==> config.mk <==
export PLATFORM = sky130hd
export DESIGN_NAME = cache_write_backend
export DESIGN_NICKNAME = d
export VERILOG_FILES = /design/src/source/cache_axi_pkg.sv /design/src/source/axi_write_if.sv /design/src/source/cache_write_channel.sv /design/src/source/axi_write_arbiter.sv /design/src/source/cache_write_backend.sv
export SDC_FILE = /design/constraint.sdc
export NUM_CORES = 1
export LEC_CHECK = 0
export BUFFER_PORTS_ARGS = -buffer_cell sky130_fd_sc_hd__buf_2
export CAP_MARGIN = 30
export CELL_PAD_IN_SITES_DETAIL_PLACEMENT = 2
export CELL_PAD_IN_SITES_GLOBAL_PLACEMENT = 2
export CORE_UTILIZATION = 18
export CTS_CLUSTER_SIZE = 14
export DETAILED_ROUTE_END_ITERATION = 7
export HOLD_SLACK_MARGIN = 0.15
export PLACE_DENSITY = 0.86
export SYNTH_ARGS = -nofsm -noshare
export SYNTH_HDL_FRONTEND = slang
export SYNTH_HIERARCHICAL = 1
export SYNTH_SLANG_ARGS = --single-unit
export TNS_END_PERCENT = 1
==> constraint.sdc <==
create_clock -name clk_i -period 1.65 [get_ports clk_i]
set_input_delay 0.33 -clock clk_i [delete_from_list [all_inputs] [get_ports clk_i]]
set_output_delay 0.33 -clock clk_i [all_outputs]
set_load 0.02 [all_outputs]
==> src/source/cache_axi_pkg.sv <==
/*
 * cache write back end shared definitions
 * bus widths, payload types and AXI write response codes
 */
package cache_axi_pkg;

   localparam int ADDR_W        = 32;                   // byte address
   localparam int DATA_W        = 32;                   // bus word = cache word
   localparam int NBYTES        = DATA_W / 8;
   localparam int WORD_OFFSET_W = 2;                    // log2 words per line
   localparam int LINE_WORDS    = 2 ** WORD_OFFSET_W;

   // one bus word and its byte strobes
   typedef logic [DATA_W-1:0] word_t;
   typedef logic [NBYTES-1:0] strb_t;

   typedef logic [ADDR_W-1:0] addr_t;

   // evicted line, word 0 sits in the low bits
   typedef word_t [LINE_WORDS-1:0] line_t;

   typedef enum logic [1:0] {
      OKAY   = 2'b00,
      SLVERR = 2'b10                                    // retried by the channel
   } resp_e;

endpackage

==> src/source/axi_write_if.sv <==
`timescale 1ns/1ns
/*
 * AXI4 write port bundle (AW, W and B channels)
 * ids, size, burst and cache attributes are constant and left out
 */
interface axi_write_if #(
   parameter int ADDR_W = 32,
   parameter int DATA_W = 32
);

   // address channel
   logic [ADDR_W-1:0]   awaddr;
   logic [7:0]          awlen;     // beats minus one
   logic                awvalid;
   logic                awready;

   // data channel
   logic [DATA_W-1:0]   wdata;
   logic [DATA_W/8-1:0] wstrb;
   logic                wlast;
   logic                wvalid;
   logic                wready;

   // response channel
   logic [1:0]          bresp;
   logic                bvalid;
   logic                bready;

   modport master (
      output awaddr, awlen, awvalid, wdata, wstrb, wlast, wvalid, bready,
      input  awready, wready, bresp, bvalid
   );

   modport slave (
      input  awaddr, awlen, awvalid, wdata, wstrb, wlast, wvalid, bready,
      output awready, wready, bresp, bvalid
   );

endinterface

==> src/source/cache_write_channel.sv <==
`timescale 1ns/1ns
/*
 * cache write channel that turns one request into one AXI4 write transaction
 * idle, address, write, verify FSM that resends the whole burst on SLVERR
 */
module cache_write_channel
   import cache_axi_pkg::*;
#(
   parameter type payload_t = word_t,
   parameter int  ADDR_W    = cache_axi_pkg::ADDR_W,
   parameter int  DATA_W    = cache_axi_pkg::DATA_W
) (
   input  logic     clk_i,
   input  logic     reset_i,
   input  logic     valid_i,
   input  addr_t    addr_i,
   input  payload_t wdata_i,
   input  strb_t    wstrb_i,
   output logic     ready_o,
   axi_write_if.master axi
);

   // burst shape follows the payload width
   localparam int PAYLOAD_W = $bits(payload_t);
   localparam int BEATS     = PAYLOAD_W / DATA_W;
   localparam bit IS_LINE   = (BEATS > 1);
   localparam int BEAT_W    = IS_LINE ? $clog2(BEATS) : 1;
   localparam int STRB_W    = DATA_W / 8;
   localparam int ALIGN_W   = $clog2(BEATS * STRB_W);  // low address bits cleared

   typedef enum logic [1:0] {
      st_idle,
      st_addr,
      st_write,
      st_verif
   } state_e;

   state_e                state;
   state_e                state_nxt;
   logic [BEAT_W-1:0]     beat_cnt;       // current beat inside the burst
   logic [PAYLOAD_W-1:0]  payload_bits;
   logic                  last_beat;
   logic                  aw_hs;
   logic                  w_hs;
   logic                  b_hs;
   logic                  b_okay;
   logic [8:0]            w_seen;         // beats accepted since the AW handshake

   assign payload_bits = wdata_i;
   assign last_beat    = (beat_cnt == BEAT_W'(BEATS - 1));

   assign aw_hs  = axi.awvalid & axi.awready;
   assign w_hs   = axi.wvalid & axi.wready;
   assign b_hs   = axi.bvalid & axi.bready;
   assign b_okay = b_hs & (axi.bresp == OKAY);

   // address and data come straight from the held request
   assign axi.awaddr = {addr_i[ADDR_W-1:ALIGN_W], {ALIGN_W{1'b0}}};  // word or line aligned
   assign axi.awlen  = 8'(BEATS - 1);
   assign axi.wdata  = payload_bits[beat_cnt * DATA_W +: DATA_W];
   assign axi.wstrb  = IS_LINE ? {STRB_W{1'b1}} : wstrb_i;          // lines write every byte
   assign axi.wlast  = axi.wvalid & last_beat;

   assign axi.awvalid = (state == st_addr);
   assign axi.wvalid  = (state == st_write);
   assign axi.bready  = (state == st_verif);

   always_comb begin
      ready_o = 1'b0;
      case (state)
         st_idle:  ready_o = IS_LINE ? ~valid_i : 1'b1;
         st_verif: ready_o = b_okay;              // completion pulse
         default:  ready_o = 1'b0;
      endcase
   end

   always_comb begin
      state_nxt = state;
      case (state)
         st_idle: begin
            if (valid_i) state_nxt = st_addr;
         end
         st_addr: begin
            if (axi.awready) state_nxt = st_write;
         end
         st_write: begin
            if (w_hs && last_beat) state_nxt = st_verif;
         end
         st_verif: begin
            if (b_hs) begin
               if (!b_okay)
                  state_nxt = st_addr;            // error response resends it all
               else
                  state_nxt = st_idle;
            end
         end
         default: state_nxt = st_idle;
      endcase
   end

   always_ff @(posedge clk_i or posedge reset_i) begin
      if (reset_i) begin
         state    <= st_idle;
         beat_cnt <= '0;
      end else begin
         state <= state_nxt;
         if (w_hs) beat_cnt <= last_beat ? '0 : beat_cnt + 1'b1;
      end
   end

   // independent beat count for the wlast check
   always_ff @(posedge clk_i or posedge reset_i) begin
      if (reset_i)
         w_seen <= '0;
      else if (aw_hs)
         w_seen <= '0;
      else if (w_hs)
         w_seen <= w_seen + 1'b1;
   end

   a_awvalid_hold: assert property (
      @(posedge clk_i) disable iff (reset_i)
      axi.awvalid && !axi.awready |=> axi.awvalid && $stable(axi.awaddr)
   ) else $error("awvalid or awaddr changed before awready");

   a_wlast_final: assert property (
      @(posedge clk_i) disable iff (reset_i)
      w_hs |-> (axi.wlast == (w_seen == 9'(BEATS - 1)))
   ) else $error("wlast not on the final beat of the burst");

endmodule

==> src/source/axi_write_arbiter.sv <==
`timescale 1ns/1ns
/*
 * AXI4 write arbiter for the word and line channels
 * one owner per transaction, round robin when both ask at once
 */
module axi_write_arbiter #(
   parameter int ADDR_W = 32,
   parameter int DATA_W = 32
) (
   input  logic                clk_i,
   input  logic                reset_i,
   axi_write_if.slave          wt,
   axi_write_if.slave          wb,
   output logic [ADDR_W-1:0]   axi_awaddr_o,
   output logic [7:0]          axi_awlen_o,
   output logic                axi_awvalid_o,
   input  logic                axi_awready_i,
   output logic [DATA_W-1:0]   axi_wdata_o,
   output logic [DATA_W/8-1:0] axi_wstrb_o,
   output logic                axi_wlast_o,
   output logic                axi_wvalid_o,
   input  logic                axi_wready_i,
   input  logic [1:0]          axi_bresp_i,
   input  logic                axi_bvalid_i,
   output logic                axi_bready_o
);

   logic busy;        // port granted until the B handshake
   logic owner_wb;    // line channel owns the port, kept as last winner once free
   logic pick_wb;
   logic b_hs;
   logic b_pending;   // AW accepted, B not yet seen

   // line channel wins a tie unless it won the previous grant
   assign pick_wb = wb.awvalid & (~wt.awvalid | ~owner_wb);
   assign b_hs    = axi_bvalid_i & axi_bready_o;

   always_ff @(posedge clk_i or posedge reset_i) begin
      if (reset_i) begin
         busy     <= 1'b0;
         owner_wb <= 1'b0;    // so the line channel goes first
      end else if (!busy) begin
         if (wt.awvalid | wb.awvalid) begin
            busy     <= 1'b1;
            owner_wb <= pick_wb;
         end
      end else if (b_hs) begin
         busy <= 1'b0;
      end
   end

   // master side, taken from the owner
   assign axi_awaddr_o  = owner_wb ? wb.awaddr : wt.awaddr;
   assign axi_awlen_o   = owner_wb ? wb.awlen : wt.awlen;
   assign axi_awvalid_o = busy & (owner_wb ? wb.awvalid : wt.awvalid);
   assign axi_wdata_o   = owner_wb ? wb.wdata : wt.wdata;
   assign axi_wstrb_o   = owner_wb ? wb.wstrb : wt.wstrb;
   assign axi_wlast_o   = owner_wb ? wb.wlast : wt.wlast;
   assign axi_wvalid_o  = busy & (owner_wb ? wb.wvalid : wt.wvalid);
   assign axi_bready_o  = busy & (owner_wb ? wb.bready : wt.bready);

   // slave side, the non-owner sees no handshakes
   assign wt.awready = busy & ~owner_wb & axi_awready_i;
   assign wt.wready  = busy & ~owner_wb & axi_wready_i;
   assign wt.bvalid  = busy & ~owner_wb & axi_bvalid_i;
   assign wt.bresp   = axi_bresp_i;

   assign wb.awready = busy & owner_wb & axi_awready_i;
   assign wb.wready  = busy & owner_wb & axi_wready_i;
   assign wb.bvalid  = busy & owner_wb & axi_bvalid_i;
   assign wb.bresp   = axi_bresp_i;

   always_ff @(posedge clk_i or posedge reset_i) begin
      if (reset_i)
         b_pending <= 1'b0;
      else if (axi_awvalid_o && axi_awready_i)
         b_pending <= 1'b1;
      else if (b_hs)
         b_pending <= 1'b0;
   end

   a_one_outstanding: assert property (
      @(posedge clk_i) disable iff (reset_i)
      b_pending |-> !axi_awvalid_o
   ) else $error("new AW issued while a B response is pending");

endmodule

==> src/source/cache_write_backend.sv <==
`timescale 1ns/1ns
/*
 * cache write back end, write-through stores and line evictions
 * share one AXI4 write port through the arbiter
 */
module cache_write_backend
   import cache_axi_pkg::*;
#(
   parameter int ADDR_W = cache_axi_pkg::ADDR_W,
   parameter int DATA_W = cache_axi_pkg::DATA_W
) (
   input  logic                clk_i,
   input  logic                reset_i,
   // write-through word stores
   input  logic                wt_valid_i,
   input  addr_t               wt_addr_i,
   input  word_t               wt_wdata_i,
   input  strb_t               wt_wstrb_i,
   output logic                wt_ready_o,
   // write-back line evictions
   input  logic                wb_valid_i,
   input  addr_t               wb_addr_i,
   input  line_t               wb_wdata_i,
   output logic                wb_ready_o,
   // AXI4 write port
   output logic [ADDR_W-1:0]   axi_awaddr_o,
   output logic [7:0]          axi_awlen_o,
   output logic                axi_awvalid_o,
   input  logic                axi_awready_i,
   output logic [DATA_W-1:0]   axi_wdata_o,
   output logic [DATA_W/8-1:0] axi_wstrb_o,
   output logic                axi_wlast_o,
   output logic                axi_wvalid_o,
   input  logic                axi_wready_i,
   input  logic [1:0]          axi_bresp_i,
   input  logic                axi_bvalid_i,
   output logic                axi_bready_o
);

   axi_write_if #(.ADDR_W(ADDR_W), .DATA_W(DATA_W)) wt_if ();
   axi_write_if #(.ADDR_W(ADDR_W), .DATA_W(DATA_W)) wb_if ();

   cache_write_channel #(
      .payload_t (word_t),
      .ADDR_W    (ADDR_W),
      .DATA_W    (DATA_W)
   ) u_wt_channel (
      .clk_i   (clk_i),
      .reset_i (reset_i),
      .valid_i (wt_valid_i),
      .addr_i  (wt_addr_i),
      .wdata_i (wt_wdata_i),
      .wstrb_i (wt_wstrb_i),
      .ready_o (wt_ready_o),
      .axi     (wt_if.master)
   );

   // evictions always write full lines, the strobe input is unused there
   cache_write_channel #(
      .payload_t (line_t),
      .ADDR_W    (ADDR_W),
      .DATA_W    (DATA_W)
   ) u_wb_channel (
      .clk_i   (clk_i),
      .reset_i (reset_i),
      .valid_i (wb_valid_i),
      .addr_i  (wb_addr_i),
      .wdata_i (wb_wdata_i),
      .wstrb_i ('1),
      .ready_o (wb_ready_o),
      .axi     (wb_if.master)
   );

   axi_write_arbiter #(
      .ADDR_W (ADDR_W),
      .DATA_W (DATA_W)
   ) u_arbiter (
      .clk_i         (clk_i),
      .reset_i       (reset_i),
      .wt            (wt_if.slave),
      .wb            (wb_if.slave),
      .axi_awaddr_o  (axi_awaddr_o),
      .axi_awlen_o   (axi_awlen_o),
      .axi_awvalid_o (axi_awvalid_o),
      .axi_awready_i (axi_awready_i),
      .axi_wdata_o   (axi_wdata_o),
      .axi_wstrb_o   (axi_wstrb_o),
      .axi_wlast_o   (axi_wlast_o),
      .axi_wvalid_o  (axi_wvalid_o),
      .axi_wready_i  (axi_wready_i),
      .axi_bresp_i   (axi_bresp_i),
      .axi_bvalid_i  (axi_bvalid_i),
      .axi_bready_o  (axi_bready_o)
   );

endmodule

==> results of run 1 <==
## sequential cells by signal (all words and copies together), names as in the netlist
signal	count
u_wb_channel/beat_cnt	2
u_arbiter/owner_wb	1
u_arbiter/busy	1
u_wt_channel/state	2
u_wb_channel/state	2
## report_power, final
group          switching (uW)  internal (uW)  total (uW)
logic                     712            767        1480
clock network             107            323         430
registers                39.4            237         277
total                     858           1330        2190
## metrics by stage
step / instances / TNS [ns] / total power (uW)
global placement: 808 / -7.52 / 1590
CTS: 813 / -25.77 / 2180
floorplan: 356 / -3.05 / 1290
global route: 815 / -28.76 / 2340
detailed placement: 808 / -8.66 / 1660
finish: 815 / -24.68 / 2190
## routing by layer
metal  vias to the layer above  track usage [%]
met3                        12             1.98
met4                         2             2.83
met2                       141             25.3
li1                       1463                -
met5                         -                0
met1                      1573             13.4
## cell type report
| class | instances | area [um^2] | area share [%] |
|---|---|---|---|
| antenna | 2 | 5.00 | 0.0990 |
| clock buffer | 4 | 78.8 | 1.56 |
| inverter | 9 | 33.8 | 0.668 |
| multi-input combinational | 195 | 2410 | 47.7 |
| sequential | 8 | 208 | 4.11 |
| tap | 265 | 332 | 6.56 |
| timing repair buffer | 332 | 1990 | 39.3 |
## worst paths after layout
path,to,slack (ns),cells after the start
hold reg to reg,u_wt_channel/state[0],0.67,2
setup / recovery,axi_wdata_o[26],-0.52,4
hold / removal,u_arbiter/busy,0.43,3
max in group asynchronous,u_wb_channel/beat_cnt[1],0.91,3
setup reg to reg,u_wt_channel/state[0],-0.04,6
min in group asynchronous,u_wt_channel/state[0],0.53,3
## repair_timing
item	in CTS	in global routing
gates resized for setup	47	25
hold buffers	1	0
pin swaps	0	1
setup buffers	0	0
hold endpoints to repair	8	0
setup endpoints to repair	78	78
## critical path, cell delays in order, from the launching register on
cell,delay (ns)
sky130_fd_sc_hd__dfrtp_2,0.41
sky130_fd_sc_hd__buf_12,0.22
sky130_fd_sc_hd__mux4_2,0.54
sky130_fd_sc_hd__mux2_4,0.27
sky130_fd_sc_hd__buf_2,0.16
==> impl_metrics.toml, run 1 <==
[sta]
grt_setup_unrepaired = "yes"
final.setup_skew_ns = 0.000819
setup_viol = 75
max_clock_freq_mhz = 460
fin_ws_ns = -0.524
post-route-period-util_pct = 132
worst_hold_slack_ns = 0.428
timing.final.hold_violations = 0
finalWorstPathRequiredPeriod_ns = 2.17
max_slew_violation_total_from_the_final_report = 0

[power]
peakVddDrop_v = 0.000512
power-per-cell-area_nw_per_um2 = 432
static_leak_uw = 0.00254

[outcome]
run_status = "finished with violations"
failing_checks = "setup timing"

[clock_network]
cts_root_buffer = "sky130_fd_sc_hd__clkbuf_16"
sinks_on_clock_net = 8
numCtsBuffers = 3
cts_tree = "yes"
clk_transition_reported_paths_ns = 0.04
cts_htree_levels = 1
ctsLongestPathBuffers = 2
clk_latency_ns = 0.24

[floorplan]
io-pin-count = 319
start_util_pct = 18.4
floorplan.die.width_um = 143
die-height_um = 143
design.core.area_um2 = 19500
dieArea_um2 = 20400
rows = 51

[hold_path]
timing.hold.worst.class = "in -> reg"
min_from = "axi_bvalid_i"

[global_route]
first_pass_grt_wire_length_um = 19200
grt_pass1_vias = 3475
antenna_found_initial = 3
grt_overflow_total = 0
gr-usage-all-layers_pct = 12.6
largest_net_degree_at_the_start_of_global_routing = 25

[drt]
route.vias.total = 3191
drtPass1Iterations = 4
drt_drc_violations_left = 0
initialDrtViolationCount = 47
mean_number_of_vias_per_cell = 3.92
wl_um = 14100
wire_length_on_met2_um = 7920
ant_nets = 0
detail_route.wirelength.met1_um = 4940
maxUsedRoutingLayer = "met5"
wire_per_inst_um = 17.3
met3RoutedLength_um = 1070

[placed_design]
portBuffers = 304
placedInstanceArea_um2 = 4770
dp_hpwl_um = 12300
place_congestion = 0.773
pre_cts_slack_ns = -0.338

[synthesis]
netlist_instances = 333
post_synth_instance_area_um2 = 3580
synthesis.yosys.warnings = 6
average_cell_area_after_synthesis_um2 = 10.7

[worst_setup_path]
data_required_time_at_the_worst_endpoint_ns = 1.32
arrival_time_reported_for_the_critical_path_endpoint_ns = 1.84
critical_path.startpoint_type = "flop"
rr_startpoint = "u_arbiter/owner_wb"
setup.worst_path.start = "u_wb_channel/beat_cnt[0]"
worst-path-max-fanout = 21
worst-setup-path-type = "reg -> out"
worst_setup_path_end_kind = "output pin"

[job]
maxCapViolations = 0

[finish]
nets = 796
postLayoutCellArea_um2 = 5060
post_route_cells_drive_above_1_share_pct = 83.6
mostFrequentLayoutCell = "sky130_fd_sc_hd__buf_2"
final_layout_fill_cell_count = 2259
areaGrowthSynthToFinish_pct = 41.4
layout_common_cells = "sky130_fd_sc_hd__buf_2 (273), sky130_fd_sc_hd__mux2_4 (63), sky130_fd_sc_hd__mux4_2 (32)"
fin_util_pct = 26.0
No activity file was read; power rests on OpenSTA's default activity.
==> run 2: changes to the inputs <==
- BUFFER_PORTS_ARGS: -buffer_cell sky130_fd_sc_hd__buf_2 -> default
- CORE_AREA: default -> 2 2 123 125
- CORE_UTILIZATION: 18 -> default
- CTS_BUF_LIST: default -> sky130_fd_sc_hd__clkbuf_4 sky130_fd_sc_hd__clkbuf_8
- DIE_AREA: default -> 0 0 125 127
- DONT_BUFFER_PORTS: default -> 1
- PLACE_DENSITY: 0.86 -> 0.72
==> impl_metrics.toml, run 2 (synthesis gave the netlist of run 1 again) <==
[finish]
reg.largest.list = "u_wb_channel/beat_cnt: 2 flops, u_wb_channel/state: 2 flops, u_wt_channel/state: 2 flops"
mostFrequentLayoutCell = "sky130_fd_sc_hd__mux2_4"
final_layout_fill_cell_count = 1619
multi_input_comb_area_um2 = 2420
areaGrowthSynthToFinish_pct = -10.7
layout_common_cells = "sky130_fd_sc_hd__mux2_4 (68), sky130_fd_sc_hd__mux4_2 (32), sky130_fd_sc_hd__conb_1 (26)"
post_route_cells_drive_above_1_share_pct = 60.9
antenna_cells_inserted = 0
sequential_cell_area_um2 = 205
nets = 484

[worst_setup_path]
worst_setup_path_end_kind = "output pin"
r2r.worst_path.cells = 6
worst_path_largest_cell_delay_ns = 0.56
worst-path-max-fanout = 13
data_required_time_at_the_worst_endpoint_ns = 1.32
timing.critical_path.depth = 3
worst-path-buf-inv = 1
crit_end = "axi_wdata_o[23]"
worst-setup-path-type = "reg -> out"
arrival_time_reported_for_the_critical_path_endpoint_ns = 1.73
setup.worst_path.start = "u_wb_channel/beat_cnt[0]"
reg2reg_setup_slack_ns = 0.01
critical_path.startpoint_type = "flop"
category_of_cells_accounting_for_the_largest_share_of_critical_path_delay = "multiplexers"
rr_endpoint = "u_wt_channel/state[0]"
path_cells = "buf_12 -> mux4_2 -> mux2_4"
timing.critical_path.slowest_stage_cell = "sky130_fd_sc_hd__mux4_2"
rr_startpoint = "u_arbiter/owner_wb"

[drt]
mean_number_of_vias_per_cell = 4.81
route.vias.total = 2015
drt_drc_violations_left = 0
wire_per_inst_um = 27.6
drtPass1Iterations = 4
wl_um = 11600
ant_nets = 0
initialDrtViolationCount = 78

[sta]
finalWorstPathRequiredPeriod_ns = 2.06
fin_ws_ns = -0.408
max_clock_freq_mhz = 486
grt_setup_unrepaired = "yes"
final.setup_skew_ns = 0.000948
setup_viol = 74
post-route-period-util_pct = 125
timing.final.hold_violations = 0
max_slew_violation_total_from_the_final_report = 0
setup-tns-final_ns = -17.98
worst_hold_slack_ns = 0.336

[placed_design]
dp_hpwl_um = 10200
portBuffers = 0
place_congestion = 0.863

[floorplan]
rows = 44
start_util_pct = 24.8
die-height_um = 127
io-pin-count = 319
dieArea_um2 = 15900
floorplan.die.width_um = 125
design.core.area_um2 = 14400

[outcome]
failing_checks = "setup timing"
run_status = "finished with violations"

[clock_network]
cts_root_buffer = "sky130_fd_sc_hd__clkbuf_8"
ctsLongestPathBuffers = 2
clk_transition_reported_paths_ns = 0.04
sinks_on_clock_net = 8
clk_latency_ns = 0.23
cts_tree = "yes"
cts_htree_levels = 1
numCtsBuffers = 3

[power]
power-per-cell-area_nw_per_um2 = 487
static_leak_uw = 0.00125
peakVddDrop_v = 0.000464

[global_route]
gr-usage-all-layers_pct = 13.0
grt_overflow_total = 0
largest_net_degree_at_the_start_of_global_routing = 42
first_pass_grt_wire_length_um = 15400
antenna_found_initial = 3
grt_pass1_vias = 2098

[job]
maxCapViolations = 0

[hold_path]
timing.hold.worst.class = "in -> reg"
==> run 2: per-stage QoR <==
stage / cells / area, um^2 / util [%] / worst slack (ns) / power [uW]
floorplan: 356 / 3770 / - / -0.103 / 1290
detailed placement: 412 / 3040 / 21.1 / -0.247 / 1290
CTS: 419 / 3190 / 22.1 / -0.439 / 1570
global route: 419 / 3190 / 22.1 / -0.476 / 1680
finish: 419 / 3190 / 22.1 / -0.408 / 1560
global placement: 412 / 3040 / 21.1 / -0.222 / 1250
==> run 2: worst min path at each step <==
stage	from	to	slack (ns)	cells after the start
finish	axi_bvalid_i	u_arbiter/busy	0.34	2
global route	axi_bvalid_i	u_arbiter/busy	0.35	2
CTS	axi_bvalid_i	u_arbiter/busy	0.33	2
detailed placement	reset_i	u_arbiter/busy	0.08	1
global placement	reset_i	u_arbiter/busy	0.07	1
floorplan	reset_i	u_arbiter/busy	0.07	1
==> run 2: layout make-up <==
| type | instances | area share [%] |
|---|---|---|
| Clock buffer | 3 | 1.29 |
| Inverter | 9 | 1.06 |
| Timing Repair Buffer | 20 | 8.11 |
| Multi-Input combinational cell | 195 | 75.9 |
| Tap cell | 184 | 7.21 |
| Sequential cell | 8 | 6.43 |
==> run 2: metal layers <==
layer | GRT usage (%) | part of all wire (%) | vias up
met5 | 0 | 0 | -
met4 | 0.784 | 0.16 | 0
met3 | 2.51 | 7.1 | 2
met2 | 25.0 | 55 | 128
met1 | 15.7 | 37 | 1050
li1 | - | - | 835
==> run 2: worst register-to-register path: stages (launching register included) <==
cell,delay (ns)
sky130_fd_sc_hd__dfrtp_4,0.49
sky130_fd_sc_hd__nor2b_2,0.18
sky130_fd_sc_hd__and2_4,0.19
sky130_fd_sc_hd__nor2b_4,0.04
sky130_fd_sc_hd__a2111oi_4,0.38
sky130_fd_sc_hd__o21ai_1,0.12
sky130_fd_sc_hd__a32oi_1,0.16
==> run 2: what timing repair did <==
item	in CTS	in global routing
pin swaps	0	1
hold buffers	1	0
setup buffers	1	0
gates cloned	2	0
endpoints found under the hold margin	8	0
gates resized for setup	15	4
endpoints found under the setup margin	76	77
==> run 2: where the power goes <==
part	switching, uW	internal, uW	total (uW)	leakage (uW)
clock network	76.8	158	235	0.0000216
logic	566	489	1060	0.00114
registers	30.6	235	265	0.0000892
